===== config.mk =====
export PLATFORM = sky130hd
export DESIGN_NAME = front_end_top
export DESIGN_NICKNAME = d
export VERILOG_FILES = /design/src/logic/front_end_pkg.sv /design/src/logic/fetch_ctrl.sv /design/src/logic/pc_gen.sv /design/src/logic/instr_decoder.sv /design/src/logic/issue_slot.sv /design/src/logic/front_end_top.sv
export SDC_FILE = /design/constraint.sdc
export NUM_CORES = 1
export LEC_CHECK = 0
export ABC_AREA = 1
export ABC_CLOCK_PERIOD_IN_PS = 14200
export BUFFER_PORTS_ARGS = -buffer_cell sky130_fd_sc_hd__buf_2
export CORE_ASPECT_RATIO = 0.8
export CORE_UTILIZATION = 32
export CTS_CLUSTER_SIZE = 8
export DETAILED_ROUTE_END_ITERATION = 16
export PLACE_DENSITY = 0.6
export REMOVE_ABC_BUFFERS = 1
export SLEW_MARGIN = 20
export SYNTH_ARGS = -nofsm -noshare
export SYNTH_HDL_FRONTEND = slang
export SYNTH_SLANG_ARGS = --single-unit

===== constraint.sdc =====
create_clock -name clk_i -period 14.2 [get_ports clk_i]
set_input_delay 2.84 -clock clk_i [delete_from_list [all_inputs] [get_ports clk_i]]
set_output_delay 2.84 -clock clk_i [all_outputs]
set_load 0.02 [all_outputs]

===== src/logic/front_end_pkg.sv =====
// Shared types and constants for the reduced RV32I fetch and decode front end
package front_end_pkg;

    // ========================================
    // Basic words
    // ========================================

    // Architectural data word and register index
    typedef logic [31:0] xlen_t;
    typedef logic [4:0]  reg_idx_t;

    // Every instruction is 32 bits wide, so the sequential step is one word
    localparam xlen_t INSTR_BYTES = 32'd4;

    // ========================================
    // Encodings
    // ========================================

    // Major opcodes of the supported RV32I subset with the low two bits included
    typedef enum logic [6:0] {
        OPC_LUI    = 7'b0110111,
        OPC_AUIPC  = 7'b0010111,
        OPC_JAL    = 7'b1101111,
        OPC_BRANCH = 7'b1100011,
        OPC_LOAD   = 7'b0000011,
        OPC_STORE  = 7'b0100011,
        OPC_OP_IMM = 7'b0010011,
        OPC_OP     = 7'b0110011
    } opcode_e;

    // Execution unit that will receive the micro-op
    typedef enum logic [1:0] {
        UNIT_ALU,
        UNIT_BRU,
        UNIT_LSU,
        UNIT_NONE
    } exu_unit_e;

    // Operation requested from the ALU, or the compare used by the branch unit
    typedef enum logic [3:0] {
        ADD,
        SUB,
        SLL,
        SLT,
        SLTU,
        XOR,
        SRL,
        SRA,
        OR,
        AND,
        PASS_B
    } alu_op_e;

    // ========================================
    // Packets
    // ========================================

    // Micro-op handed from the issue slot to the back end
    typedef struct packed {
        exu_unit_e unit;
        alu_op_e   alu_op;
        reg_idx_t  rd;
        reg_idx_t  rs1;
        reg_idx_t  rs2;
        xlen_t     imm;
        logic      imm_valid;
        xlen_t     pc;
        logic      illegal;
    } uop_t;

    // Resolved control transfer, used for both trap entry and branch redirect
    typedef struct packed {
        logic  valid;
        xlen_t target;
    } redirect_t;

endpackage


===== src/logic/fetch_ctrl.sv =====
// Fetch control FSM that runs the memory req/ack handshake and drops stale responses
`timescale 1ns/1ps

module fetch_ctrl (
    input  logic                     clk_i,
    input  logic                     rst_n_i,
    input  logic                     fetch_ack_i,
    input  front_end_pkg::redirect_t trap_i,
    input  front_end_pkg::redirect_t branch_i,
    input  logic                     slot_busy_i,
    output logic                     fetch_req_o,
    output logic                     accept_o,
    output logic                     flush_o
);

    // REQUEST holds req high for the current PC
    // DISCARD holds req high for a request that a redirect made stale
    // RELEASE keeps req low until the memory has dropped ack
    typedef enum logic [1:0] {
        REQUEST,
        RELEASE,
        DISCARD
    } state_e;

    state_e state_q;
    state_e state_d;
    logic   redirect;
    logic   take;

    // Either redirect source flushes the slot and retargets the PC
    assign redirect = trap_i.valid | branch_i.valid;

    // The handshake completes when ack is high and the response has somewhere to go
    // A stale response is thrown away, so it never waits for the issue slot
    assign take = fetch_ack_i & ((state_q == DISCARD) | ((state_q == REQUEST) & ~slot_busy_i));

    always_comb begin
        state_d = state_q;
        case (state_q)
            REQUEST: begin
                if (take) begin
                    state_d = RELEASE;
                end else if (redirect) begin
                    // The memory is still working on the old address
                    state_d = DISCARD;
                end
            end
            DISCARD: begin
                if (take) begin
                    state_d = RELEASE;
                end
            end
            RELEASE: begin
                // The four-phase rule allows no new request while ack is still up
                if (!fetch_ack_i) begin
                    state_d = REQUEST;
                end
            end
            default: begin
                state_d = RELEASE;
            end
        endcase
    end

    // Reset parks the FSM in RELEASE so req stays low during reset
    // and rises on the first edge after release, since ack is low then
    always_ff @(posedge clk_i) begin
        if (!rst_n_i) begin
            state_q <= RELEASE;
        end else begin
            state_q <= state_d;
        end
    end

    // Req is high whenever a request is outstanding, fresh or stale
    assign fetch_req_o = (state_q != RELEASE);

    // A response taken in the same cycle as a redirect belongs to the old path.
    // It still completes the handshake but does not load or advance the PC
    assign accept_o = take & (state_q == REQUEST) & ~redirect;

    assign flush_o = redirect;

endmodule


===== src/logic/pc_gen.sv =====
// Program counter register with trap, branch and sequential next-address selection
`timescale 1ns/1ps

module pc_gen #(
    parameter front_end_pkg::xlen_t RESET_PC = '0
) (
    input  logic                     clk_i,
    input  logic                     rst_n_i,
    input  front_end_pkg::redirect_t trap_i,
    input  front_end_pkg::redirect_t branch_i,
    input  logic                     accept_i,
    output front_end_pkg::xlen_t     pc_o
);

    front_end_pkg::xlen_t pc_q;
    front_end_pkg::xlen_t pc_d;

    // Priority goes trap entry, then resolved branch, then the step after an accept
    always_comb begin
        if (trap_i.valid) begin
            pc_d = trap_i.target;
        end else if (branch_i.valid) begin
            pc_d = branch_i.target;
        end else if (accept_i) begin
            pc_d = pc_q + front_end_pkg::INSTR_BYTES;
        end else begin
            // Hold the address while the request is still open
            pc_d = pc_q;
        end
    end

    always_ff @(posedge clk_i) begin
        if (!rst_n_i) begin
            pc_q <= RESET_PC;
        end else begin
            pc_q <= pc_d;
        end
    end

    // The fetch address is the current PC itself
    assign pc_o = pc_q;

endmodule


===== src/logic/instr_decoder.sv =====
// Combinational RV32I subset decoder from instruction word and address to micro-op
`timescale 1ns/1ps

module instr_decoder (
    input  front_end_pkg::xlen_t instr_i,
    input  front_end_pkg::xlen_t pc_i,
    output front_end_pkg::uop_t  uop_o
);

    front_end_pkg::opcode_e  opcode;
    logic [2:0]              funct3;
    logic [6:0]              funct7;
    front_end_pkg::reg_idx_t rd;
    front_end_pkg::reg_idx_t rs1;
    front_end_pkg::reg_idx_t rs2;
    front_end_pkg::xlen_t    imm_i;
    front_end_pkg::xlen_t    imm_s;
    front_end_pkg::xlen_t    imm_b;
    front_end_pkg::xlen_t    imm_u;
    front_end_pkg::xlen_t    imm_j;
    front_end_pkg::xlen_t    shamt;
    logic                    illegal;

    // ========================================
    // Field extraction
    // ========================================

    assign opcode = front_end_pkg::opcode_e'(instr_i[6:0]);
    assign funct3 = instr_i[14:12];
    assign funct7 = instr_i[31:25];
    assign rd     = instr_i[11:7];
    assign rs1    = instr_i[19:15];
    assign rs2    = instr_i[24:20];

    // Sign-extended immediates of each format take bit 31 as the sign
    assign imm_i = {{20{instr_i[31]}}, instr_i[31:20]};
    assign imm_s = {{20{instr_i[31]}}, instr_i[31:25], instr_i[11:7]};
    assign imm_b = {{19{instr_i[31]}}, instr_i[31], instr_i[7], instr_i[30:25],
                    instr_i[11:8], 1'b0};
    assign imm_u = {instr_i[31:12], 12'b0};
    assign imm_j = {{11{instr_i[31]}}, instr_i[31], instr_i[19:12], instr_i[20],
                    instr_i[30:21], 1'b0};
    // A shift carries only its amount while the funct7 bits above it select SRL or SRA
    assign shamt = {27'b0, instr_i[24:20]};

    // ========================================
    // Micro-op build
    // ========================================

    always_comb begin
        // Unused register fields stay at zero for every format
        uop_o        = '0;
        uop_o.pc     = pc_i;
        uop_o.unit   = front_end_pkg::UNIT_ALU;
        uop_o.alu_op = front_end_pkg::ADD;
        // A 16-bit encoding is not supported here
        illegal      = (instr_i[1:0] != 2'b11);
        case (opcode)
            front_end_pkg::OPC_LUI: begin
                uop_o.alu_op    = front_end_pkg::PASS_B;
                uop_o.rd        = rd;
                uop_o.imm       = imm_u;
                uop_o.imm_valid = 1'b1;
            end
            front_end_pkg::OPC_AUIPC: begin
                // The back end adds the immediate to the packet PC
                uop_o.rd        = rd;
                uop_o.imm       = imm_u;
                uop_o.imm_valid = 1'b1;
            end
            front_end_pkg::OPC_JAL: begin
                uop_o.unit      = front_end_pkg::UNIT_BRU;
                uop_o.rd        = rd;
                uop_o.imm       = imm_j;
                uop_o.imm_valid = 1'b1;
            end
            front_end_pkg::OPC_BRANCH: begin
                uop_o.unit      = front_end_pkg::UNIT_BRU;
                uop_o.rs1       = rs1;
                uop_o.rs2       = rs2;
                uop_o.imm       = imm_b;
                uop_o.imm_valid = 1'b1;
                // Equality uses a subtract, ordering uses a signed or unsigned compare
                case (funct3)
                    3'b000, 3'b001: uop_o.alu_op = front_end_pkg::SUB;
                    3'b100, 3'b101: uop_o.alu_op = front_end_pkg::SLT;
                    3'b110, 3'b111: uop_o.alu_op = front_end_pkg::SLTU;
                    default:        illegal      = 1'b1;
                endcase
            end
            front_end_pkg::OPC_LOAD: begin
                uop_o.unit      = front_end_pkg::UNIT_LSU;
                uop_o.rd        = rd;
                uop_o.rs1       = rs1;
                uop_o.imm       = imm_i;
                uop_o.imm_valid = 1'b1;
                // LB, LH, LW, LBU and LHU only
                if (funct3 == 3'b011 || funct3[2:1] == 2'b11) begin
                    illegal = 1'b1;
                end
            end
            front_end_pkg::OPC_STORE: begin
                uop_o.unit      = front_end_pkg::UNIT_LSU;
                uop_o.rs1       = rs1;
                uop_o.rs2       = rs2;
                uop_o.imm       = imm_s;
                uop_o.imm_valid = 1'b1;
                if (funct3[2] || funct3 == 3'b011) begin
                    illegal = 1'b1;
                end
            end
            front_end_pkg::OPC_OP_IMM: begin
                uop_o.rd        = rd;
                uop_o.rs1       = rs1;
                uop_o.imm       = imm_i;
                uop_o.imm_valid = 1'b1;
                case (funct3)
                    3'b000: uop_o.alu_op = front_end_pkg::ADD;
                    3'b010: uop_o.alu_op = front_end_pkg::SLT;
                    3'b011: uop_o.alu_op = front_end_pkg::SLTU;
                    3'b100: uop_o.alu_op = front_end_pkg::XOR;
                    3'b110: uop_o.alu_op = front_end_pkg::OR;
                    3'b111: uop_o.alu_op = front_end_pkg::AND;
                    3'b001: begin
                        uop_o.alu_op = front_end_pkg::SLL;
                        uop_o.imm    = shamt;
                        illegal      = (funct7 != 7'b0000000);
                    end
                    default: begin
                        uop_o.imm    = shamt;
                        uop_o.alu_op = funct7[5] ? front_end_pkg::SRA : front_end_pkg::SRL;
                        illegal      = (funct7 != 7'b0000000) && (funct7 != 7'b0100000);
                    end
                endcase
            end
            front_end_pkg::OPC_OP: begin
                uop_o.rd  = rd;
                uop_o.rs1 = rs1;
                uop_o.rs2 = rs2;
                case ({funct7, funct3})
                    {7'b0000000, 3'b000}: uop_o.alu_op = front_end_pkg::ADD;
                    {7'b0100000, 3'b000}: uop_o.alu_op = front_end_pkg::SUB;
                    {7'b0000000, 3'b001}: uop_o.alu_op = front_end_pkg::SLL;
                    {7'b0000000, 3'b010}: uop_o.alu_op = front_end_pkg::SLT;
                    {7'b0000000, 3'b011}: uop_o.alu_op = front_end_pkg::SLTU;
                    {7'b0000000, 3'b100}: uop_o.alu_op = front_end_pkg::XOR;
                    {7'b0000000, 3'b101}: uop_o.alu_op = front_end_pkg::SRL;
                    {7'b0100000, 3'b101}: uop_o.alu_op = front_end_pkg::SRA;
                    {7'b0000000, 3'b110}: uop_o.alu_op = front_end_pkg::OR;
                    {7'b0000000, 3'b111}: uop_o.alu_op = front_end_pkg::AND;
                    default:              illegal      = 1'b1;
                endcase
            end
            default: begin
                illegal = 1'b1;
            end
        endcase
        // An illegal word keeps only its PC so the back end can raise the trap
        if (illegal) begin
            uop_o         = '0;
            uop_o.pc      = pc_i;
            uop_o.unit    = front_end_pkg::UNIT_NONE;
            uop_o.alu_op  = front_end_pkg::ADD;
            uop_o.illegal = 1'b1;
        end
    end

endmodule


===== src/logic/issue_slot.sv =====
// Issue slot that holds one micro-op under back-end stall and drops it on a redirect
`timescale 1ns/1ps

module issue_slot (
    input  logic                clk_i,
    input  logic                rst_n_i,
    input  logic                load_i,
    input  logic                flush_i,
    input  logic                stall_i,
    input  front_end_pkg::uop_t uop_i,
    output logic                issue_valid_o,
    output front_end_pkg::uop_t issue_uop_o
);

    logic                valid_q;
    front_end_pkg::uop_t uop_q;

    // Flush wins over a load, and a load refills the slot in the same edge it drains
    always_ff @(posedge clk_i) begin
        if (!rst_n_i) begin
            valid_q <= 1'b0;
        end else if (flush_i) begin
            valid_q <= 1'b0;
        end else if (load_i) begin
            valid_q <= 1'b1;
        end else if (valid_q && !stall_i) begin
            // Consumed by the back end with nothing new behind it
            valid_q <= 1'b0;
        end
    end

    // The fetch FSM only loads when the slot is free, so a stalled packet never changes
    always_ff @(posedge clk_i) begin
        if (load_i && !flush_i) begin
            uop_q <= uop_i;
        end
    end

    assign issue_valid_o = valid_q;
    assign issue_uop_o   = uop_q;

endmodule


===== src/logic/front_end_top.sv =====
// Front end top level joining fetch control, PC generation, decode and the issue slot
`timescale 1ns/1ps

module front_end_top #(
    parameter front_end_pkg::xlen_t RESET_PC = '0
) (
    input  logic                     clk_i,
    input  logic                     rst_n_i,
    output logic                     fetch_req_o,
    output front_end_pkg::xlen_t     fetch_addr_o,
    input  logic                     fetch_ack_i,
    input  front_end_pkg::xlen_t     fetch_rdata_i,
    input  front_end_pkg::redirect_t trap_i,
    input  front_end_pkg::redirect_t branch_i,
    input  logic                     stall_i,
    output logic                     issue_valid_o,
    output front_end_pkg::uop_t      issue_uop_o
);

    // ========================================
    // Internal nets
    // ========================================

    // Fresh response taken this cycle
    logic                accept;
    // Redirect seen this cycle
    logic                flush;
    // Decode of the word currently on the memory bus
    front_end_pkg::uop_t decoded_uop;

    // ========================================
    // Control
    // ========================================

    // The slot is busy only if its packet will not leave at this edge
    fetch_ctrl u_fetch_ctrl (
        .clk_i       (clk_i),
        .rst_n_i     (rst_n_i),
        .fetch_ack_i (fetch_ack_i),
        .trap_i      (trap_i),
        .branch_i    (branch_i),
        .slot_busy_i (issue_valid_o & stall_i),
        .fetch_req_o (fetch_req_o),
        .accept_o    (accept),
        .flush_o     (flush)
    );

    // ========================================
    // Datapath
    // ========================================

    pc_gen #(
        .RESET_PC (RESET_PC)
    ) u_pc_gen (
        .clk_i    (clk_i),
        .rst_n_i  (rst_n_i),
        .trap_i   (trap_i),
        .branch_i (branch_i),
        .accept_i (accept),
        .pc_o     (fetch_addr_o)
    );

    // The PC has not moved yet when the response arrives, so it tags the packet
    instr_decoder u_instr_decoder (
        .instr_i (fetch_rdata_i),
        .pc_i    (fetch_addr_o),
        .uop_o   (decoded_uop)
    );

    issue_slot u_issue_slot (
        .clk_i         (clk_i),
        .rst_n_i       (rst_n_i),
        .load_i        (accept),
        .flush_i       (flush),
        .stall_i       (stall_i),
        .uop_i         (decoded_uop),
        .issue_valid_o (issue_valid_o),
        .issue_uop_o   (issue_uop_o)
    );

endmodule


==> out/summary.log, run 1 <==
qor: synthesis.synth_top_area_cell sky130_fd_sc_hd__edfxtp_1
qor: floorplan.fp.dieH 128.0 um
qor: timing.slew_violations 0
qor: cts.clock_tree.root_cell sky130_fd_sc_hd__clkbuf_16
qor: power.p_leak 3.394 nW
qor: power.pwr_density_cell 112.1 nW/um2
qor: timing.fin_crit_sh 0.3407
qor: cts.ctsResizeCount 0
qor: global_routing.number_of_global_route_vias_before_repair 5570
qor: finish.area_delta_synth_final 29.14%
qor: finish.layout-drive-gt1-share 0.2574
qor: floorplan.start_util 0.3307
qor: global_routing.maximum_number_of_pins_on_one_net_before_global_route_repair 61
qor: setup_path.path_cells buf_2, inv_2, nand2_1, nor2_1, nand2_1, nand2_1, nor2_1, nor2_1, nand2_1, clkinv_1, nand3_2, or2_1
qor: timing.slew_headroom 0.4089
qor: synthesis.synth_top_cell_area_share 0.4114
qor: setup_path.arrival 5.01 ns
qor: timing.fin_hold_ws 0.4641 ns
qor: cts.setup_fix_bufs_post_cts 0
qor: synthesis.ys_seq_area_frac 0.5218
qor: drt.drt_drc_violations_left 0
qor: synthesis.ys_seq_elements 122
qor: timing.tightest_slew 0.8856 ns
qor: global_routing.antenna_violations_before_repair 1
qor: setup_path.crit_fanout 38
qor: placement.gp_routability_congestion 0.9187
qor: synthesis.synthDistinctLibCells 36
qor: synthesis.post_synth_main_area_contributors sky130_fd_sc_hd__edfxtp_1 41%, sky130_fd_sc_hd__nand2_1 13%, sky130_fd_sc_hd__dfxtp_1 11%
qor: setup_path.cp_slowest_cell sky130_fd_sc_hd__nand3_2
qor: timing.clock_tree_skew_after_final_layout 0.007886 ns
qor: synthesis.mappedNetlistArea 6350 um2
qor: floorplan.number_of_i_o_pins 223
qor: cts.cts_buffer_depth 2
qor: drt.via_per_inst 4.844
qor: drt.wl_per_cell 15.31 um
qor: finish.layoutNonFillerInstCount 1307
qor: drt.drtAntennaViolNets 0
qor: timing.setup_viol 0
qor: global_routing.grt_pass1_wl 30720 um
qor: cts.cts-hold-fix-buffers 0
qor: floorplan.floorplan.core_area 19200 um2
qor: setup_path.criticalPathCategory in -> reg
qor: timing.max_freq 206.7 MHz
qor: synthesis.synthCells 823
qor: floorplan.die_area 20410 um2
qor: cts.worst_skew_pair.late_latency 0.42 ns
qor: finish.most_common_cell_after_layout_fill_and_taps_aside sky130_fd_sc_hd__nand2_1
qor: timing.setup_repair_after_global_routing_missed_its_margin no
qor: floorplan.die_x_extent 159.5 um
qor: timing.hold_violations 0
qor: setup_path.most_used_cell_cp sky130_fd_sc_hd__nand2_1
qor: drt.wirelength 20010 um
qor: timing.fin_crit 4.838 ns
qor: placement.place.detailed.hpwl 14600 um
qor: setup_path.worst_setup_start_kind input pin
qor: cts.cts-buffers-inserted 17
qor: finish.mostFrequentLayoutCells 223 x sky130_fd_sc_hd__nand2_1, 222 x sky130_fd_sc_hd__buf_2, 173 x sky130_fd_sc_hd__nor2_1
qor: setup_path.cp_data_required_time 14.37 ns
qor: finish.antenna-diode-count 0
qor: cts.cts-htree-levels 4
qor: setup_path.max_stage_delay 0.58 ns
qor: global_routing.grt_overflow 0
qor: drt.drtIter0Drc 479
qor: setup_path.critPathCaptureType flip-flop
qor: finish.final_net_count 1139
qor: timing.final.setup.tns 0 ns
qor: min_path.worstHoldPathType reg -> reg
qor: power.worst_ir_drop_vdd 0.07214 mV
qor: drt.vias 6331
qor: cts.path_clk_slew 0.06 ns
qor: synthesis.synth_area_per_cell 7.715 um2
qor: placement.number_of_port_buffers 222
qor: drt.drt_pass1_iterations 5
qor: cts.clock-sinks 122
qor: flow_run.max_cap_violations 0
qor: floorplan.floorplan_row_count 45
qor: outcome.run_status finished, final reports clean
qor: synthesis.synth_warnings 0
qor: global_routing.grt_use_total 0.1964
qor: cts.tritoncts built
qor: placement.dp.cells 1275
-- synth_stat cells --
master                       n
sky130_fd_sc_hd__xnor2_1     4
sky130_fd_sc_hd__dfxtp_1    35
sky130_fd_sc_hd__nand3_1    49
sky130_fd_sc_hd__clkinv_1    2
sky130_fd_sc_hd__a211oi_1    1
sky130_fd_sc_hd__nor2_4      1
sky130_fd_sc_hd__nor2b_1     1
sky130_fd_sc_hd__nor2_1    173
sky130_fd_sc_hd__nand3b_1    4
sky130_fd_sc_hd__buf_1       2
sky130_fd_sc_hd__o221a_2     1
sky130_fd_sc_hd__a21oi_1    76
sky130_fd_sc_hd__o22ai_1     1
sky130_fd_sc_hd__nand3_2     1
sky130_fd_sc_hd__o211ai_1    6
sky130_fd_sc_hd__nand2_1   223
sky130_fd_sc_hd__or2_2       1
sky130_fd_sc_hd__inv_2       4
sky130_fd_sc_hd__buf_2       7
sky130_fd_sc_hd__nand4_1     8
sky130_fd_sc_hd__nor2_2      1
sky130_fd_sc_hd__nand2_2     2
sky130_fd_sc_hd__xor2_1      2
sky130_fd_sc_hd__nor4_1      1
sky130_fd_sc_hd__buf_6       3
sky130_fd_sc_hd__o21ai_1     1
sky130_fd_sc_hd__a31oi_1     3
sky130_fd_sc_hd__a22oi_1     4
sky130_fd_sc_hd__edfxtp_1   87
sky130_fd_sc_hd__clkbuf_1   19
sky130_fd_sc_hd__or2_1       1
sky130_fd_sc_hd__nor3_1      5
sky130_fd_sc_hd__o21bai_1    5
sky130_fd_sc_hd__o21ai_0    22
sky130_fd_sc_hd__inv_1      66
sky130_fd_sc_hd__ha_1        1
-- cell families (layout without fill, tap and decap cells) --
family,Yosys count,count (layout),share of synthesized area
AO/OA/AOI/OAI,120,120,0.1027
flip-flops,122,122,0.5218
AND/OR/NAND/NOR,471,471,0.2995
XOR/XNOR,6,6,0.008276
buffers and inverters,103,329,0.06581
adder cells (fa/ha/maj),1,1,0.001970
-- critical path: cells and delay by family --
kind	cells	cell delay [ns]
buffers and inverters	3	0.29
and+or+nand+nor	9	1.88
-- stage by stage --
step	setup slack (ns)	instance area (um2)	util	power, W
final	9.362	8200	0.4271	0.0009192
after global routing	9.134	8200	0.4271	0.0009580
after CTS	9.387	8200	0.4271	0.0009280
after detailed placement	8.905	7664	0.3992	0.0005276
after global placement	8.994	7664	0.3992	0.0005266
after floorplan	4.495	6202	-	0.0004774
-- where the power goes --
part	internal, W	switching, W
registers	0.000395	0.0000166
clock network	0.000228	0.000170
logic	0.0000381	0.0000710
-- layout make-up --
class | instances | area [um2]
Inverter | 72 | 270.3
Multi-Input combinational cell | 598 | 2624
Timing Repair Buffer | 225 | 1134
Sequential cell | 122 | 3313
Fill cell | 1989 | 11000
Tap cell | 258 | 322.8
Clock inverter | 13 | 93.84
Clock buffer | 19 | 442.9
-- state kept, by name, indices dropped and copies added, names as in the netlist --
name                        flops
u_fetch_ctrl.state_q            2
u_issue_slot.issue_uop_o       87
u_issue_slot.issue_valid_o      1
u_pc_gen.pc_o                  32
-- routing by layer --
layer	GRT usage	vias up	wire (um)
li1	-	3133	-
met1	0.2895	2904	9673
met2	0.2707	268	8427
met3	0.05856	24	1612
met4	0.06278	2	290
met5	0	-	8
-- worst paths after layout --
| kind | start | to | slack (ns) | depth (start not counted) |
|---|---|---|---|---|
| max | fetch_rdata_i[4] | u_issue_slot.issue_uop_o[85] | 9.36 | 12 |
| min | u_pc_gen.pc_o[0] | u_issue_slot.issue_uop_o[1] | 0.46 | 0 |
| max reg2reg | u_issue_slot.issue_valid_o | u_pc_gen.pc_o[17] | 12.02 | 10 |
| min reg2reg | u_pc_gen.pc_o[0] | u_issue_slot.issue_uop_o[1] | 0.46 | 0 |
No activity file was read; power rests on OpenSTA's default activity.
==> inputs of run 2 (changes only) <==
Settings changed: ABC_CLOCK_PERIOD_IN_PS 14200 to 4100, PLACE_DENSITY 0.6 to 0.62.
Clock period 14.2 ns to 4.1 ns, I/O delays scaled along.
==> run 2 against run 1 <==
Compared with the run above: global-route usage about the same; total power rose to 3.6 times the previous value; cell count is 0.38% higher; utilization up 0.57 points.
==> out/summary.log, run 2 (same netlist as run 1, synthesis figures left out) <==
qor: drt.vias 6404
qor: setup_path.worstReg2RegEnd u_pc_gen.pc_o[31]
qor: drt.drt_pass1_iterations 7
qor: setup_path.r2r_start u_issue_slot.issue_valid_o
qor: power.p_leak 3.449 nW
qor: setup_path.timing.reg2reg.worst_path_depth 10
qor: cts.cts-hold-fix-buffers 0
qor: timing.max_freq 386.1 MHz
qor: setup_path.arrival 2.73 ns
qor: timing.tightest_slew 0.8350 ns
qor: global_routing.gr-max-usage-layer met1
qor: timing.slew_violations 0
qor: min_path.worstHoldPathType reg -> reg
qor: floorplan.start_util 0.3307
qor: global_routing.grt_overflow 0
qor: min_path.min-delay-start u_pc_gen.pc_o[1]
qor: setup_path.cp_data_required_time 4.24 ns
qor: flow_run.max_cap_violations 0
qor: finish.layout-drive-gt1-share 0.2593
qor: timing.final.setup.tns 0 ns
qor: setup_path.criticalPathCategory in -> reg
qor: setup_path.path_buf_inv 3
qor: cts.clock_tree.root_cell sky130_fd_sc_hd__clkbuf_16
qor: timing.clock_tree_skew_after_final_layout 0.007609 ns
qor: cts.clock-sinks 122
qor: floorplan.fp.dieH 128.0 um
qor: cts.tritoncts built
qor: drt.drtIter0Drc 541
qor: floorplan.floorplan_row_count 45
qor: global_routing.maximum_number_of_pins_on_one_net_before_global_route_repair 67
qor: cts.setup_fix_bufs_post_cts 0
qor: min_path.min_delay_path_depth 0
qor: floorplan.die_x_extent 159.5 um
qor: setup_path.max_stage_delay 0.37 ns
qor: timing.setup_repair_after_global_routing_missed_its_margin no
qor: finish.n_fill_cell 2004
qor: timing.fin_crit_sh 0.6317
qor: global_routing.antenna_violations_before_repair 0
qor: power.worst_ir_drop_vdd 0.2335 mV
qor: setup_path.worst_setup_start_kind input pin
qor: setup_path.critical-path-top-delay-family simple AND/OR/NAND/NOR gates
qor: setup_path.critPathCaptureType flip-flop
qor: global_routing.grt.met3_usage 0.04950
qor: drt.drtAntennaViolNets 0
qor: finish.largest_reg_flops 87
qor: floorplan.die_area 20410 um2
qor: timing.setup_viol 0
qor: cts.ctsResizeCount 0
qor: finish.mostFrequentLayoutCells 223 x sky130_fd_sc_hd__nand2_1, 222 x sky130_fd_sc_hd__buf_2, 173 x sky130_fd_sc_hd__nor2_1
qor: timing.slew_headroom 0.4427
qor: placement.place.detailed.hpwl 14980 um
qor: drt.wirelength 20110 um
qor: power.report.power.total 0.003331 W
qor: finish.most_common_cell_after_layout_fill_and_taps_aside sky130_fd_sc_hd__nand2_1
qor: global_routing.grtUsageMet2 0.2823
qor: floorplan.number_of_i_o_pins 223
qor: cts.path_clk_slew 0.06 ns
qor: timing.hold_violations 0
qor: setup_path.cp_slowest_cell sky130_fd_sc_hd__buf_4
qor: placement.gp_routability_congestion 0.9080
qor: global_routing.gr_util_met1 0.2866
qor: global_routing.grt_pass1_wl 31250 um
qor: drt.via_per_inst 4.881
qor: cts.cts_buffer_depth 2
qor: cts.cts-htree-levels 4
qor: power.pwr_density_cell 400.9 nW/um2
qor: cts.worst_skew_pair.late_latency 0.41 ns
qor: outcome.run_status finished, final reports clean
qor: setup_path.setup.reg_to_reg.worst_slack 1.95 ns
qor: global_routing.grt_use_total 0.1960
qor: drt.wl_per_cell 15.33 um
qor: drt.drt_drc_violations_left 0
qor: min_path.worstHoldEndpoint u_issue_slot.issue_uop_o[2]
qor: floorplan.floorplan.core_area 19200 um2
qor: cts.cts-buffers-inserted 17
qor: placement.number_of_port_buffers 222
qor: global_routing.number_of_global_route_vias_before_repair 5788
qor: timing.fin_crit 2.590 ns
qor: setup_path.path_cells buf_2, nand2_1, nor2_1, nand2_1, nand2_1, nor2_1, nor2_1, nand2_1, clkinv_1, nand3_2, buf_4, nor2_1
qor: finish.area_delta_synth_final 30.88%
qor: setup_path.crit_fanout 37
qor: finish.final_net_count 1143
==> run 2: cell types whose count changed in the layout (fill, tap and decap cells not counted), sizes merged <==
cell,before,now
clkinvlp,2,0
buf,225,229
clkinv,8,10
inv,75,74
diode,0,1
bufinv,0,2
clkbuf,19,18
==> run 2: metal layers <==
layer  routed length, um  vias to the layer above
li1                    -                     3142
met1                9604                     2996
met2                8725                      249
met3                1512                       17
met4                 272                        0
met5                   0                        -
==> run 2: worst max-delay path by stage <==
stage | startpoint | end | slack (ns) | cells after the start
2_1_floorplan | stall_i | u_issue_slot.issue_uop_o[0] | -3.58 | 5
3_3_place_gp | fetch_rdata_i[0] | u_issue_slot.issue_uop_o[61] | 1.14 | 12
3_5_place_dp | fetch_rdata_i[0] | u_issue_slot.issue_uop_o[61] | 1.12 | 12
4_1_cts | branch_i[32] | u_pc_gen.pc_o[31] | 1.54 | 8
5_1_grt | branch_i[32] | u_pc_gen.pc_o[22] | 1.30 | 8
6_report | fetch_rdata_i[0] | u_issue_slot.issue_uop_o[61] | 1.51 | 12
==> run 2: cell type report <==
class,count,area [um2],area share
Antenna cell,1,2.502,0.0003011
Clock inverter,14,162.7,0.01957
Inverter,72,270.3,0.03252
Timing Repair Buffer,229,1176,0.1415
Sequential cell,122,3313,0.3987
Tap cell,258,322.8,0.03884
Multi-Input combinational cell,598,2624,0.3157
Clock buffer,18,439.2,0.05285
==> run 2: power breakdown <==
part | leakage, nW | internal (W) | total (W) | switching (W)
Combinational | 2.15 | 0.000135 | 0.000386 | 0.000251
Sequential | 1.00 | 0.00137 | 0.00142 | 0.0000567
Clock | 0.299 | 0.000926 | 0.00152 | 0.000596
==> run 2: metrics by stage <==
stage / worst slack, ns / cells / utilization / hold slack (ns) / cell area (um2)
after global routing: 1.305 / 1311 / 0.4327 / 0.4911 / 8308
after global placement: 1.141 / 1279 / 0.4014 / 0.4553 / 7706
after detailed placement: 1.116 / 1279 / 0.4014 / 0.4516 / 7706
after CTS: 1.545 / 1311 / 0.4327 / 0.4676 / 8308
final: 1.510 / 1312 / 0.4328 / 0.4750 / 8310
after floorplan: -3.585 / 792 / - / 0.5120 / 6202
==> inputs of run 3 (changes only) <==
Settings changed: ABC_CLOCK_PERIOD_IN_PS 4100 to 2300.
Clock period 4.1 ns to 2.3 ns, I/O delays scaled along.
==> run 3 against run 2 <==
Compared with the run above: sequential power rose by 78%; first-iteration DRC count fell by 12%; design area rose by 1.8%; routed wire length rose by 0.70%; largest power group unchanged; highest routed layer unchanged.
==> out/summary.log, run 3 (same netlist as run 1, synthesis figures left out) <==
qor: cts.worst_skew_pair.late_latency 0.42 ns
qor: timing.max_freq 515.3 MHz
qor: cts.clock-sinks 122
qor: drt.vias 6377
qor: setup_path.cp_slowest_cell sky130_fd_sc_hd__dfxtp_1
qor: drt.via_per_inst 4.791
qor: timing.fin_crit_sh 0.8437
qor: global_routing.grt.met3_usage 0.05144
qor: placement.place.detailed.hpwl 14900 um
qor: timing.clock_tree_skew_after_final_layout 0.01037 ns
qor: drt.drtAntennaViolNets 0
qor: setup_path.timing.reg2reg.worst_path_depth 10
qor: setup_path.criticalPathCategory reg -> reg
qor: finish.n_fill_cell 1992
qor: cts.cts-hold-fix-buffers 0
qor: floorplan.floorplan_row_count 45
qor: setup_path.path_cells ha_1, nand3_1, inv_1, nand2_1, nor2_1, nand2_1, nand3_1, nand3_1, nand2_1, a21oi_1
qor: finish.antenna-diode-count 0
qor: finish.largest_reg_flops 87
qor: global_routing.grt_pass1_wl 31290 um
qor: drt.drtIter0Drc 478
qor: drt.wl_per_cell 15.22 um
qor: power.p_leak 3.546 nW
qor: drt.wirelength 20260 um
qor: cts.tritoncts built
qor: cts.clock_tree.root_cell sky130_fd_sc_hd__clkbuf_16
qor: finish.mostFrequentLayoutCells 223 x sky130_fd_sc_hd__nand2_1, 222 x sky130_fd_sc_hd__buf_2, 173 x sky130_fd_sc_hd__nor2_1
qor: floorplan.number_of_i_o_pins 223
qor: drt.drt_pass1_iterations 5
qor: finish.final_net_count 1163
qor: global_routing.gr-max-usage-layer met1
qor: cts.ctsResizeCount 0
qor: global_routing.grt_use_total 0.1993
qor: power.worst_ir_drop_vdd 0.4228 mV
qor: cts.cts_buffer_depth 2
qor: timing.fin_crit 1.940 ns
qor: setup_path.crit_fanout 6
qor: timing.tightest_slew 0.8395 ns
qor: finish.layoutNonFillerInstCount 1331
qor: setup_path.max_stage_delay 0.44 ns
qor: floorplan.die_area 20410 um2
qor: floorplan.die_x_extent 159.5 um
qor: timing.slew_headroom 0.4383
qor: cts.path_clk_slew 0.06 ns
qor: flow_run.max_cap_violations 0
qor: power.report.power.total 0.005850 W
qor: global_routing.maximum_number_of_pins_on_one_net_before_global_route_repair 69
qor: timing.fin_hold_ws 0.3026 ns
qor: cts.cts-buffers-inserted 17
qor: timing.setup_viol 0
qor: floorplan.start_util 0.3307
qor: setup_path.cp_data_required_time 2.59 ns
qor: timing.hold_violations 0
qor: placement.dp.cells 1299
qor: global_routing.grtUsageMet2 0.2856
qor: finish.layout-drive-gt1-share 0.2721
qor: placement.gp_routability_congestion 0.9096
qor: global_routing.antenna_violations_before_repair 0
qor: finish.multiInputGateArea 2624 um2
qor: floorplan.floorplan.core_area 19200 um2
qor: power.pwr_density_cell 691.7 nW/um2
qor: placement.number_of_port_buffers 222
qor: timing.slew_violations 0
qor: min_path.min_delay_path_depth 3
qor: setup_path.critPathCaptureType flip-flop
qor: cts.setup_fix_bufs_post_cts 0
qor: finish.area_delta_synth_final 33.18%
qor: placement.place_worst_setup_slack 0.02691 ns
qor: timing.setup_repair_after_global_routing_missed_its_margin no
qor: outcome.run_status finished, final reports clean
qor: setup_path.arrival 2.23 ns
qor: cts.cts-htree-levels 4
qor: global_routing.number_of_global_route_vias_before_repair 5714
qor: timing.final_critical_path_setup_slack 0.3595 ns
qor: finish.ff_latch_area 3313 um2
qor: global_routing.grt_overflow 0
qor: setup_path.worst_setup_start_kind flip-flop
qor: min_path.worstHoldPathType in -> reg
qor: finish.most_common_cell_after_layout_fill_and_taps_aside sky130_fd_sc_hd__nand2_1
qor: floorplan.fp.dieH 128.0 um
qor: global_routing.gr_util_met1 0.2898
qor: drt.drt_drc_violations_left 0
-- run 3: through the flow --
stage	cell area, um2	setup TNS [ns]	utilization
floorplan	6202	-437.17	-
global placement	7894	0	0.4111
detailed placement	7894	0	0.4111
CTS	8457	0	0.4405
global route	8457	0	0.4405
finish	8457	0	0.4405
-- run 3: cell type report --
type                            instances  share of cell area
Sequential cell                       122              0.3918
Multi-Input combinational cell        598              0.3103
Timing Repair Buffer                  249              0.1613
Clock buffer                           18             0.05075
Tap cell                              258             0.03817
Inverter                               72             0.03196
Clock inverter                         14             0.01583
-- run 3: report_power, final --
part,switching (W),internal (W)
sequential,0.0000934,0.00244
combinational,0.000457,0.000265
clock,0.00108,0.00151
-- run 3: critical path: cells and delay by family, from the launching register on --
kind / cells / cell delay, ns
AND/OR/NAND/NOR: 7 / 0.97
flip-flops: 1 / 0.44
adder cells (fa/ha/maj): 1 / 0.23
buffers and inverters: 1 / 0.13
AO/OA/AOI/OAI: 1 / 0.05
-- run 3: worst paths after layout --
path                                      end  slack [ns]             start
setup / recovery            u_pc_gen.pc_o[14]        0.36  u_pc_gen.pc_o[3]
hold / removal               u_pc_gen.pc_o[2]        0.30         trap_i[2]
hold reg to reg   u_issue_slot.issue_uop_o[2]        0.45  u_pc_gen.pc_o[1]
setup reg to reg            u_pc_gen.pc_o[14]        0.36  u_pc_gen.pc_o[3]
-- run 3: per-layer routing --
layer  routed length [um]  part of all wire  up-vias
li1                     -                 -     3180
met1                 9842              0.49     2962
met2                 8782              0.43      218
met3                 1412             0.070       17
met4                  216             0.011        0
met5                    0                 0        -
